[src/spi_pkg.sv]
package spi_pkg;

    //////////////////////////////
    // Word and counter sizes
    //////////////////////////////

    localparam int WORD_LEN    = 8;    // Bits per SPI word.
    localparam int BIT_IDX_W   = 4;    // Width of the bit index inside the sck counter.
    localparam int PRESC_W     = 3;    // Width of the prescaler selector.
    localparam int PRESC_CNT_W = 8;    // Holds a half period of up to 256 clock cycles.

    // Value shifted in behind the data, so the line rests high after the last bit.
    localparam logic FILL_BIT = 1'b1;

    //////////////////////////////
    // Types
    //////////////////////////////

    typedef logic [WORD_LEN-1:0] spi_word_t;

    // Per-word configuration, captured together with the data.
    typedef struct packed {
        logic               cpol;       // Idle level of sck.
        logic               cpha;       // Sample on the trailing edge when set.
        logic               lsb_first;  // Shift the least significant bit first.
        logic [PRESC_W-1:0] prescaler;  // Half period is 2**(prescaler+1) cycles.
    } spi_cfg_t;

    // One entry of the transmit holding register.
    typedef struct packed {
        spi_word_t data;
        spi_cfg_t  cfg;
    } tx_entry_t;

    // The three driven SPI pins.
    typedef struct packed {
        logic sck;
        logic mosi;
        logic ss;
    } spi_pins_t;

    // The engine counts half periods as one number.
    // The same bits also read as a bit index plus the half of the sck period.
    typedef union packed {
        logic [BIT_IDX_W:0] count;
        struct packed {
            logic [BIT_IDX_W-1:0] bit_num;  // Index of the bit being transferred.
            logic                 phase;    // 0 before the leading edge, 1 after it.
        } fields;
    } sck_count_u;

endpackage

[src/spi_tx_holding.sv]
`timescale 1ns/1ps

// One-deep transmit register between the host and the shift engine.
// The host may load the next word while the engine is still busy with the
// current one, so back-to-back words leave no gap on the bus.
module spi_tx_holding (
    input  logic                wr,            // System clock.
    input  logic                rst,           // Asynchronous reset, active high.
    input  logic                tx_write,      // Write strobe from the host.
    input  spi_pkg::spi_word_t  tx_data,       // Word to send.
    input  spi_pkg::spi_cfg_t   cfg,           // Configuration that goes with the word.
    input  logic                clr_send_err,  // Clears the sticky error flag.
    input  logic                take,          // Engine loads the entry this cycle.
    output spi_pkg::tx_entry_t  entry,         // Held word and configuration.
    output logic                entry_valid,   // The register holds a word.
    output logic                tx_empty,      // The host may write.
    output logic                send_err       // A write hit a full register.
);

    logic full;      // Set by an accepted write, cleared when the engine takes it.
    logic accept;    // The write lands in an empty register.
    logic reject;    // The write is dropped.

    assign accept = tx_write & ~full;
    assign reject = tx_write & full;

    //////////////////////////////
    // Occupancy and error flags
    //////////////////////////////

    always_ff @(posedge wr or posedge rst) begin
        if (rst) begin
            full     <= 1'b0;
            send_err <= 1'b0;
        end else begin
            // The engine only takes when full, so accept and take never meet.
            if (accept) begin
                full <= 1'b1;
            end else if (take) begin
                full <= 1'b0;
            end

            // The clear pulse wins over a new error in the same cycle.
            if (clr_send_err) begin
                send_err <= 1'b0;
            end else if (reject) begin
                send_err <= 1'b1;             // Sticky until the host clears it.
            end
        end
    end

    //////////////////////////////
    // Data and configuration
    //////////////////////////////

    // Prescaler, mode and bit order are frozen with the word.
    // A rejected write therefore leaves the held word as it was.
    always_ff @(posedge wr) begin
        if (accept) begin
            entry.data <= tx_data;
            entry.cfg  <= cfg;
        end
    end

    assign entry_valid = full;
    assign tx_empty    = ~full;                 // High again right after the take.

endmodule

[src/spi_shift_engine.sv]
`timescale 1ns/1ps

// SPI shift engine.
// It loads one entry from the holding register, runs sixteen half periods of
// sck and reports the received word at the end.
module spi_shift_engine (
    input  logic                wr,           // System clock.
    input  logic                rst,          // Asynchronous reset, active high.
    input  spi_pkg::tx_entry_t  entry,        // Word and configuration to send next.
    input  logic                entry_valid,  // The holding register is full.
    output logic                take,         // Loads the entry at the coming edge.
    input  logic                miso,         // Serial data from the slave.
    output spi_pkg::spi_pins_t  pins,         // sck, mosi and ss.
    output spi_pkg::spi_word_t  rx_word,      // Received word, valid with rx_done.
    output logic                rx_done       // Last half period ends this cycle.
);

    import spi_pkg::*;

    logic                   busy;         // High while a word is on the bus.
    spi_cfg_t               cfg_q;        // Configuration of the word in flight.
    logic [PRESC_CNT_W-1:0] presc_cnt;    // Cycles spent in the current half period.
    logic [PRESC_CNT_W-1:0] presc_limit;  // Last count value of a half period.
    sck_count_u             sck_cnt;      // Half periods done in this word.
    spi_word_t              tx_sh;        // Bits still waiting to go out.
    spi_word_t              rx_sh;        // Bits collected so far.
    spi_word_t              rx_next;      // rx_sh with the current miso bit added.
    logic                   mosi_q;       // Bit currently driven on mosi.
    logic                   tick;         // End of a half period.
    logic                   lead_tick;    // Tick that makes the leading sck edge.
    logic                   trail_tick;   // Tick that makes the trailing sck edge.
    logic                   last_bit;     // The counter sits on the final bit.
    logic                   word_end;     // Trailing edge of the final bit.
    logic                   sample_evt;   // Capture miso now.
    logic                   shift_evt;    // Present the next bit on mosi now.

    // Moves the word one place towards its output end and fills the far end.
    function automatic spi_word_t shift_word(input spi_word_t w, input logic lsb);
        if (lsb) begin
            shift_word = {FILL_BIT, w[WORD_LEN-1:1]};
        end else begin
            shift_word = {w[WORD_LEN-2:0], FILL_BIT};
        end
    endfunction

    // The bit that goes out next for the chosen order.
    function automatic logic out_bit(input spi_word_t w, input logic lsb);
        out_bit = lsb ? w[0] : w[WORD_LEN-1];
    endfunction

    //////////////////////////////
    // Prescaler
    //////////////////////////////

    // A mask of prescaler+1 ones gives 2**(prescaler+1) cycles per half period.
    assign presc_limit = ~({{(PRESC_CNT_W-1){1'b1}}, 1'b0} << cfg_q.prescaler);
    assign tick        = busy & (presc_cnt == presc_limit);

    //////////////////////////////
    // Edge decoding
    //////////////////////////////

    // The phase bit tells which sck edge the tick produces.
    assign lead_tick  = tick & ~sck_cnt.fields.phase;
    assign trail_tick = tick & sck_cnt.fields.phase;
    assign last_bit   = (sck_cnt.fields.bit_num == BIT_IDX_W'(WORD_LEN - 1));
    assign word_end   = trail_tick & last_bit;

    // Mode 0 and 2 sample on the leading edge and shift on the trailing one.
    // Mode 1 and 3 do it the other way round.
    assign sample_evt = cfg_q.cpha ? trail_tick : lead_tick;
    assign shift_evt  = cfg_q.cpha ? lead_tick : (trail_tick & ~last_bit);

    // Idle, or finishing a word with the next one already waiting.
    assign take = entry_valid & (~busy | word_end);

    //////////////////////////////
    // Sequencer
    //////////////////////////////

    always_ff @(posedge wr or posedge rst) begin
        if (rst) begin
            busy          <= 1'b0;
            cfg_q         <= '0;            // Keeps sck low after reset.
            presc_cnt     <= '0;
            sck_cnt.count <= '0;
            mosi_q        <= 1'b1;
        end else if (take) begin
            // A new word starts, possibly straight after the previous one.
            busy          <= 1'b1;
            cfg_q         <= entry.cfg;
            presc_cnt     <= '0;
            sck_cnt.count <= '0;
            if (!entry.cfg.cpha) begin
                mosi_q <= out_bit(entry.data, entry.cfg.lsb_first); // First bit before the leading edge.
            end
        end else if (tick) begin
            presc_cnt <= '0;
            if (word_end) begin
                busy          <= 1'b0;      // Nothing waiting, so ss rises.
                sck_cnt.count <= '0;        // sck falls back to cpol.
            end else begin
                sck_cnt.count <= sck_cnt.count + 1'b1;
            end
            if (shift_evt) begin
                mosi_q <= out_bit(tx_sh, cfg_q.lsb_first);
            end
        end else if (busy) begin
            presc_cnt <= presc_cnt + 1'b1;
        end
    end

    //////////////////////////////
    // Shift registers
    //////////////////////////////

    // Received bits enter at the end opposite to the one sent first.
    assign rx_next = cfg_q.lsb_first ? {miso, rx_sh[WORD_LEN-1:1]}
                                     : {rx_sh[WORD_LEN-2:0], miso};

    always_ff @(posedge wr) begin
        if (take) begin
            // With cpha clear the first bit is already on mosi, so drop it here.
            tx_sh <= entry.cfg.cpha ? entry.data
                                    : shift_word(entry.data, entry.cfg.lsb_first);
        end else if (shift_evt) begin
            tx_sh <= shift_word(tx_sh, cfg_q.lsb_first);
        end

        if (sample_evt) begin
            rx_sh <= rx_next;               // Eight samples fill the whole register.
        end
    end

    // In modes 1 and 3 the last sample coincides with the end of the word.
    assign rx_word = cfg_q.cpha ? rx_next : rx_sh;
    assign rx_done = word_end;

    //////////////////////////////
    // Pins
    //////////////////////////////

    // sck leaves cpol on the leading edge and returns on the trailing one.
    // mosi rests high whenever no slave is selected.
    assign pins = '{
        sck:  cfg_q.cpol ^ sck_cnt.fields.phase,
        mosi: busy ? mosi_q : 1'b1,
        ss:   ~busy
    };

endmodule

[src/spi_rx_holding.sv]
`timescale 1ns/1ps

// Receive register on the host side.
// It keeps the last complete word and flags it until the host reads.
module spi_rx_holding (
    input  logic                wr,             // System clock.
    input  logic                rst,            // Asynchronous reset, active high.
    input  spi_pkg::spi_word_t  rx_word,        // Word coming out of the engine.
    input  logic                rx_done,        // rx_word is complete this cycle.
    input  logic                rd,             // Read strobe from the host.
    output spi_pkg::spi_word_t  rx_data,        // Last received word.
    output logic                char_received   // An unread word is waiting.
);

    //////////////////////////////
    // Flag
    //////////////////////////////

    // A word that arrives with the read keeps the flag set.
    // An unread word may be overwritten, and the flag simply stays high.
    always_ff @(posedge wr or posedge rst) begin
        if (rst) begin
            char_received <= 1'b0;
        end else if (rx_done) begin
            char_received <= 1'b1;
        end else if (rd) begin
            char_received <= 1'b0;   // Falls on the cycle after the read.
        end
    end

    //////////////////////////////
    // Data
    //////////////////////////////

    // The data is always driven, so the host may sample it at any time.
    // It changes in the same cycle as the flag rises.
    always_ff @(posedge wr) begin
        if (rx_done) begin
            rx_data <= rx_word;
        end
    end

endmodule

[src/spi_master.sv]
`timescale 1ns/1ps

// SPI master for single 8-bit words.
// Host writes go through a one-deep holding register into the shift engine.
// Received words land in a read register with a char-received flag.
module spi_master (
    input  logic                wr,             // System clock.
    input  logic                rst,            // Asynchronous reset, active high.
    input  spi_pkg::spi_word_t  tx_data,        // Word to send.
    input  spi_pkg::spi_cfg_t   cfg,            // Mode, bit order and prescaler.
    input  logic                tx_write,       // Write strobe.
    input  logic                clr_send_err,   // Clears send_err.
    input  logic                rd,             // Read strobe, clears char_received.
    input  logic                miso,           // Serial data from the slave.
    output logic                tx_empty,       // The holding register can take a word.
    output logic                send_err,       // Sticky write-while-full error.
    output spi_pkg::spi_word_t  rx_data,        // Last received word.
    output logic                char_received,  // An unread word is waiting.
    output logic                sck,            // SPI clock.
    output logic                mosi,           // Serial data to the slave.
    output logic                ss              // Slave select, active low.
);

    import spi_pkg::*;

    tx_entry_t entry;        // Held word on its way to the engine.
    logic      entry_valid;
    logic      take;         // Engine loads the held word.
    spi_word_t rx_word;
    logic      rx_done;
    spi_pins_t pins;

    //////////////////////////////
    // Datapath
    //////////////////////////////

    spi_tx_holding tx_hold0 (
        .wr           (wr),
        .rst          (rst),
        .tx_write     (tx_write),
        .tx_data      (tx_data),
        .cfg          (cfg),
        .clr_send_err (clr_send_err),
        .take         (take),
        .entry        (entry),
        .entry_valid  (entry_valid),
        .tx_empty     (tx_empty),
        .send_err     (send_err)
    );

    spi_shift_engine engine0 (
        .wr          (wr),
        .rst         (rst),
        .entry       (entry),
        .entry_valid (entry_valid),
        .take        (take),
        .miso        (miso),
        .pins        (pins),
        .rx_word     (rx_word),
        .rx_done     (rx_done)
    );

    spi_rx_holding rx_hold0 (
        .wr            (wr),
        .rst           (rst),
        .rx_word       (rx_word),
        .rx_done       (rx_done),
        .rd            (rd),
        .rx_data       (rx_data),
        .char_received (char_received)
    );

    // Break the pin bundle out to the package pins.
    assign sck  = pins.sck;
    assign mosi = pins.mosi;
    assign ss   = pins.ss;

endmodule

[config.mk]
export PLATFORM = sky130hd
export DESIGN_NAME = spi_master
export DESIGN_NICKNAME = d
export VERILOG_FILES = /design/src/spi_pkg.sv /design/src/spi_tx_holding.sv /design/src/spi_shift_engine.sv /design/src/spi_rx_holding.sv /design/src/spi_master.sv
export SDC_FILE = /design/constraint.sdc
export NUM_CORES = 1
export LEC_CHECK = 0
export BUFFER_PORTS_ARGS = -buffer_cell sky130_fd_sc_hd__buf_4
export CORE_MARGIN = 4
export CORE_UTILIZATION = 45
export CTS_BUF_LIST = sky130_fd_sc_hd__clkbuf_8
export DETAILED_ROUTE_END_ITERATION = 12
export GPL_ROUTABILITY_DRIVEN = 0
export SLEW_MARGIN = 20
export SYNTH_ARGS = -nofsm -noshare
export SYNTH_HDL_FRONTEND = slang
export SYNTH_SLANG_ARGS = --single-unit
[constraint.sdc]
create_clock -name wr -period 3.3 [get_ports wr]
set_input_delay 0.495 -clock wr [delete_from_list [all_inputs] [get_ports wr]]
set_output_delay 0.495 -clock wr [all_outputs]
set_load 0.005 [all_outputs]
==> results of run 1 <==
power groups by stage:
stage / Clock, uW / Combinational (uW) / Sequential (uW)
floorplan: 0 / 62.9 / 866
global route: 705 / 108 / 863
global placement: 0 / 94.8 / 876
detailed placement: 0 / 96.2 / 876
CTS: 657 / 96.6 / 860
finish: 645 / 95.8 / 860
per-layer routing:
metal	vias up	share of wire
li1	1257	-
met1	1235	0.49
met2	63	0.46
met3	6	0.043
met4	0	0.0072
met5	-	0
metrics by stage:
step	cell area [um^2]	hold slack (ns)
2_1_floorplan	3430	0.486
3_3_place_gp	3760	0.482
3_5_place_dp	3760	0.488
4_1_cts	3950	0.288
5_1_grt	3950	0.297
6_report	3950	0.248
layout make-up:
type                            count  area [um^2]
Sequential cell                    62         1740
Timing Repair Buffer               42          315
Clock inverter                      7         65.1
Multi-Input combinational cell    222         1550
Inverter                            8         30.0
Tap cell                           99          124
Clock buffer                        9          124
Fill cell                         644         3380
cells by family (layout without fill, tap and decap cells):
| kind of cell | after synthesis | in the layout | synth area share |
|---|---|---|---|
| compound gates | 73 | 73 | 0.159 |
| xor+xnor | 11 | 11 | 0.0281 |
| fa+ha+maj | 2 | 2 | 0.00729 |
| buf+inv | 29 | 66 | 0.0405 |
| flops | 62 | 62 | 0.508 |
| mux | 30 | 30 | 0.0956 |
| simple gates | 106 | 106 | 0.162 |
placed cells by master (no fill, tap or decap), types with 4 or more instances in the layout:
cell type,Yosys,final
inv_1,7,6
clkbuf_8,0,9
buf_4,1,42
o211ai_1,7,7
nand2_1,22,22
o22ai_1,7,7
dfrtp_1,23,23
xnor2_1,4,4
nor3_1,12,12
a211oi_1,11,11
clkinv_1,1,4
xor2_1,7,7
nor2_1,17,17
nand4_1,9,9
mux2_2,22,22
mux2i_1,8,8
nor2b_1,7,7
nand3_1,12,12
a21oi_1,8,8
nor4_1,7,7
nand2b_1,4,4
a22oi_1,4,4
edfxtp_1,38,38
o21ai_0,11,11
sequential cells by signal (all words and copies together), names as in the netlist:
signal and count:
engine0.sck_cnt 5, engine0.mosi_q 1, tx_hold0.send_err 1, rx_hold0.rx_data 8, rx_hold0.char_received 1, tx_hold0.entry 14
engine0.busy 1, tx_hold0.entry_valid 1, engine0.presc_cnt 8, engine0.tx_sh 8, engine0.cfg_q 6, engine0.rx_sh 8
cells in the mapped netlist, types with 3 or more instances:
master	instances	area, um^2
edfxtp_1	38	1140
dfrtp_1	23	576
mux2_2	22	248
nand2_1	22	82.6
nor2_1	17	63.8
clkbuf_1	12	45.0
nand3_1	12	60.1
nor3_1	12	60.1
a211oi_1	11	82.6
o21ai_0	11	55.1
nand4_1	9	56.3
a21oi_1	8	40.0
mux2i_1	8	80.1
inv_1	7	26.3
nor2b_1	7	43.8
nor4_1	7	43.8
o211ai_1	7	52.6
o22ai_1	7	43.8
xor2_1	7	61.3
a22oi_1	4	30.0
nand2b_1	4	25.0
xnor2_1	4	35.0
a31oi_1	3	18.8
buf_2	3	15.0
buf_6	3	33.8
o21bai_1	3	22.5
or2_2	3	18.8
final timing paths:
check                                         startpoint  cells past startpoint                            endpoint
max reg2reg                 engine0.cfg_q[2]$_DFFE_PP0N_                      5          engine0.tx_sh[4]$_DFFE_PP_
max in group asynchronous                            rst                      2      engine0.sck_cnt[4]$_DFFE_PP0P_
min                                                  rst                      2  rx_hold0.char_received$_DFFE_PP0P_
min in group wr                             clr_send_err                      2       tx_hold0.send_err$_DFFE_PP0P_
max                         engine0.cfg_q[2]$_DFFE_PP0N_                      5          engine0.tx_sh[4]$_DFFE_PP_
min reg2reg                tx_hold0.send_err$_DFFE_PP0P_                      2       tx_hold0.send_err$_DFFE_PP0P_
worst reg2reg max path, delay by kind of cell (launching register included):
kind / cells / cell delay, ns
DFF: 1 / 0.62
and+or+nand+nor: 2 / 0.35
AOI/OAI and AO/OA: 3 / 1.32
==> metrics.yaml, run 1 <==
die:
  initial_core_util: 0.468
  fp.dieW_um: 95.3
  dieArea_um2: 9080
  placementRows: 31
  chipHeight_um: 95.3
  io_pins: 34
  coreArea_um2: 7330
global_routing:
  grt_pass1_wl_um: 12400
  grt_usage: 0.176
  grtUsageMet2: 0.271
  grt_pass1_vias: 2522
  grt_max_degree: 25
  grtUsageMet3: 0.0324
  use_met1: 0.247
  overflow: 0
  top_usage_layer: "met2"
  antenna_found_initial: 0
routing:
  drtAntennaViolNets: 0
  drt-initial-drc-count: 166
  wl_um: 7260
  wl_per_cell_um: 16.2
  drc: 0
  viasPerCell: 5.70
  drtPass1Iterations: 6
  vias: 2561
setup_path:
  critical-path-top-delay-family: "compound AO/OA/AOI/OAI gates"
  end_kind: "register"
  path_max_fanout: 12
  crit_type: "reg -> reg"
  cp.required_ns: 3.35
  worst_ep_arrival_time_ns: 2.62
  cp-start-kind: "register"
  path_buf_inv: 0
  ff2ff_setup_slack_ns: 0.73
  crit_chain: "nor2_1 -> and3_1 -> o32ai_2 -> o21ai_1 -> a22o_1"
  cp_slowest_cell: "o32ai_2"
  slowest_delay_ns: 0.68
synth:
  netlist_area_um2: 3430
  yosysWarnings: 0
  async_flop_share: 0.387
  ys_seq_area_frac: 0.508
  yosysUniqueCellTypes: 59
  ys_ff_latch: 62
  synth_top_flop_cell: "edfxtp_1"
  synthCells: 313
  synth-edff-count: 38
  avgSynthCellArea_um2: 11.0
  syn-num-nets: 335
power:
  peakVddDrop_uv: 218
  p_int_uw: 1230
  p_comb_frac: 0.060
  p_leak_uw: 0.00143
  power_switching_uw: 374
  p_clk_frac: 0.403
  swShare: 0.234
  pwr-share-seq: 0.537
  power.density_nw_per_um2: 405
  power.total_uw: 1600
cts:
  clk_latency_ns: 0.34
  post_cts_buffers: 0
  cts-root-buf: "clkbuf_8"
  clk_path_buf_depth: 2
  clkSinkCount: 62
  cts_buffers: 9
  path_clk_slew_ns: 0.07
  hold_buffers: 0
  cts_tree: "done"
  cts_resized: 0
  cts_htree_levels: 3
sta:
  fmax_mhz: 389
  worstMarginPinSlew_ns: 0.943
  maxSlewViolCount: 0
  hold_viol_final: 0
  fin_crit_ns: 2.57
  setup_tns_ns: 0
  setup_viol: 0
  fin_skew_ns: 0.0116
  slew_headroom: 0.368
  rsz0062_at_grt: "no"
  fin_crit_sh: 0.780
  finalWorstSetupSlack_ns: 0.728
finish:
  drive_gt1_frac: 0.260
  utilization: 0.539
  area_growth_pct: 15.1
  diodes: 0
  layout.cells.non_filler: 449
  finalNetCount: 367
hold_path:
  hold_path.class: "in -> async"
placement:
  dp_hpwl_um: 5140
  io_buffers: 33
  numPlacedInstances: 433
  dp_slack_ns: 0.733
job:
  maxCapViolCount: 0
run_status:
  outcome: "completed"
(Power assumes the default switching activity.)
==> inputs of run 2 (changes only) <==
--- a/config.mk
+++ b/config.mk
@@ -11,6 +11,7 @@
 export CTS_BUF_LIST = sky130_fd_sc_hd__clkbuf_8
 export DETAILED_ROUTE_END_ITERATION = 12
 export GPL_ROUTABILITY_DRIVEN = 0
+export PLACE_DENSITY = 0.66
 export SLEW_MARGIN = 20
 export SYNTH_ARGS = -nofsm -noshare
 export SYNTH_HDL_FRONTEND = slang
==> constraint.sdc (replaced) <==
create_clock -name wr -period 2.3 [get_ports wr]
set_input_delay 0.345 -clock wr [delete_from_list [all_inputs] [get_ports wr]]
set_output_delay 0.345 -clock wr [all_outputs]
set_load 0.005 [all_outputs]
==> metrics.yaml, run 2 (synthesis gave the netlist of run 1 again) <==
sta:
  rsz0062_at_grt: "no"
  worstMarginPinSlew_ns: 0.467
  fmax_mhz: 463
  setup_viol: 0
  hold_viol_final: 0
  maxSlewViolCount: 0
  setup_tns_ns: 0
  fin_crit_ns: 2.16
  fin_crit_sh: 0.938
  fin_skew_ns: 0.0112
  slew_headroom: 0.687
die:
  coreArea_um2: 7330
  chipHeight_um: 95.3
  fp.dieW_um: 95.3
  initial_core_util: 0.468
  placementRows: 31
  dieArea_um2: 9080
  io_pins: 34
setup_path:
  path_buf_inv: 0
  worst_ep_arrival_time_ns: 2.17
  cp-start-kind: "register"
  cp_slowest_cell: "a2111oi_4"
  critical-path-top-delay-family: "compound AO/OA/AOI/OAI gates"
  crit_type: "reg -> reg"
  cp.required_ns: 2.31
  crit_chain: "or2_4 -> a2111oi_4 -> o32ai_2 -> o21ai_1 -> a22o_1"
  path_max_fanout: 8
  end_kind: "register"
  slowest_delay_ns: 0.43
cts:
  cts_tree: "done"
  path_clk_slew_ns: 0.08
  clk_latency_ns: 0.35
  post_cts_buffers: 0
  clk_path_buf_depth: 2
  cts-root-buf: "clkbuf_8"
  cts_htree_levels: 3
  cts_buffers: 9
  clkSinkCount: 62
routing:
  wl_per_cell_um: 15.6
  drtAntennaViolNets: 0
  viasPerCell: 5.62
  drtPass1Iterations: 4
  vias: 2603
  drc: 0
  wl_um: 7200
  drt-initial-drc-count: 152
global_routing:
  grt_usage: 0.173
  grt_max_degree: 25
  grt_pass1_vias: 2450
  grt_pass1_wl_um: 12000
  overflow: 0
  antenna_found_initial: 0
job:
  maxCapViolCount: 0
placement:
  dp_hpwl_um: 5360
  place_area_um2: 3870
  io_buffers: 33
power:
  p_leak_uw: 0.00150
  peakVddDrop_uv: 345
  power.density_nw_per_um2: 550
  power.total_uw: 2220
finish:
  largest_register: "tx_hold0.entry"
  final_cell_mix: "buf_4 (56), edfxtp_1 (38), nand2_1 (22), mux2_2 (22), dfrtp_1 (21)"
  diodes: 0
  design_area_um2: 4050
  drive_gt1_frac: 0.299
  largest_reg_flops: 14
  finalNetCount: 381
  mostFrequentLayoutCell: "buf_4"
  area_growth_pct: 17.9
hold_path:
  hold_path.class: "in -> async"
run_status:
  outcome: "completed"
## run 2: worst paths after layout
check	from	end	slack, ns	depth (start not counted)
max in group asynchronous	rst	engine0.mosi_q$_DFFE_PP1P_	1.95	3
hold / removal	rst	rx_hold0.char_received$_DFFE_PP0P_	0.05	3
hold reg to reg	tx_hold0.entry[5]$_DFFE_PP_	engine0.cfg_q[5]$_DFFE_PP0N_	0.53	2
setup reg to reg	engine0.presc_cnt[1]$_DFFE_PP0P_	engine0.tx_sh[7]$_DFFE_PP_	0.14	5
min in group wr	clr_send_err	tx_hold0.send_err$_DFFE_PP0P_	0.15	2
setup / recovery	engine0.presc_cnt[1]$_DFFE_PP0P_	engine0.tx_sh[7]$_DFFE_PP_	0.14	5
## run 2: what timing repair did
action / 4_1_cts / 5_1_grt
setup endpoints to repair: 0 / 8
hold buffers: 0 / 0
resized for setup: 0 / 2
## run 2: worst min-delay path: cells and delay by family
kind / cells / cell delay (ns)
buffers and inverters: 3 / 0.46
## run 2: where the power goes
part           leakage (uW)  internal [uW]  switching (uW)
clock network     0.0000914            394             457
logic              0.000789           70.7            74.6
registers          0.000622           1200            26.4
total               0.00150           1670             558
## run 2: final cells by class
type	count	area [um^2]
Fill cell	656	3280
Timing Repair Buffer	56	420
Inverter	8	30.0
Tap cell	99	124
Sequential cell	62	1750
Clock buffer	9	124
Clock inverter	7	48.8
Multi-Input combinational cell	222	1550
## run 2: per-layer routing
| layer | vias up | global-route usage | wire length (um) | part of all wire |
|---|---|---|---|---|
| met4 | 0 | 0.0853 | 127 | 0.018 |
| met2 | 70 | 0.272 | 3450 | 0.48 |
| met1 | 1237 | 0.228 | 3240 | 0.45 |
| li1 | 1287 | - | - | - |
| met5 | - | 0 | 0 | 0 |
| met3 | 9 | 0.0363 | 387 | 0.054 |
## run 2: stage by stage
stage,util,setup WS (ns),hold WS (ns),std cells
2_1_floorplan,-,0.0647,0.359,313
3_3_place_gp,0.528,0.171,0.429,447
3_5_place_dp,0.528,0.0868,0.427,447
4_1_cts,0.552,0.0801,0.0539,463
5_1_grt,0.552,0.000419,0.0700,463
6_report,0.552,0.142,0.0508,463
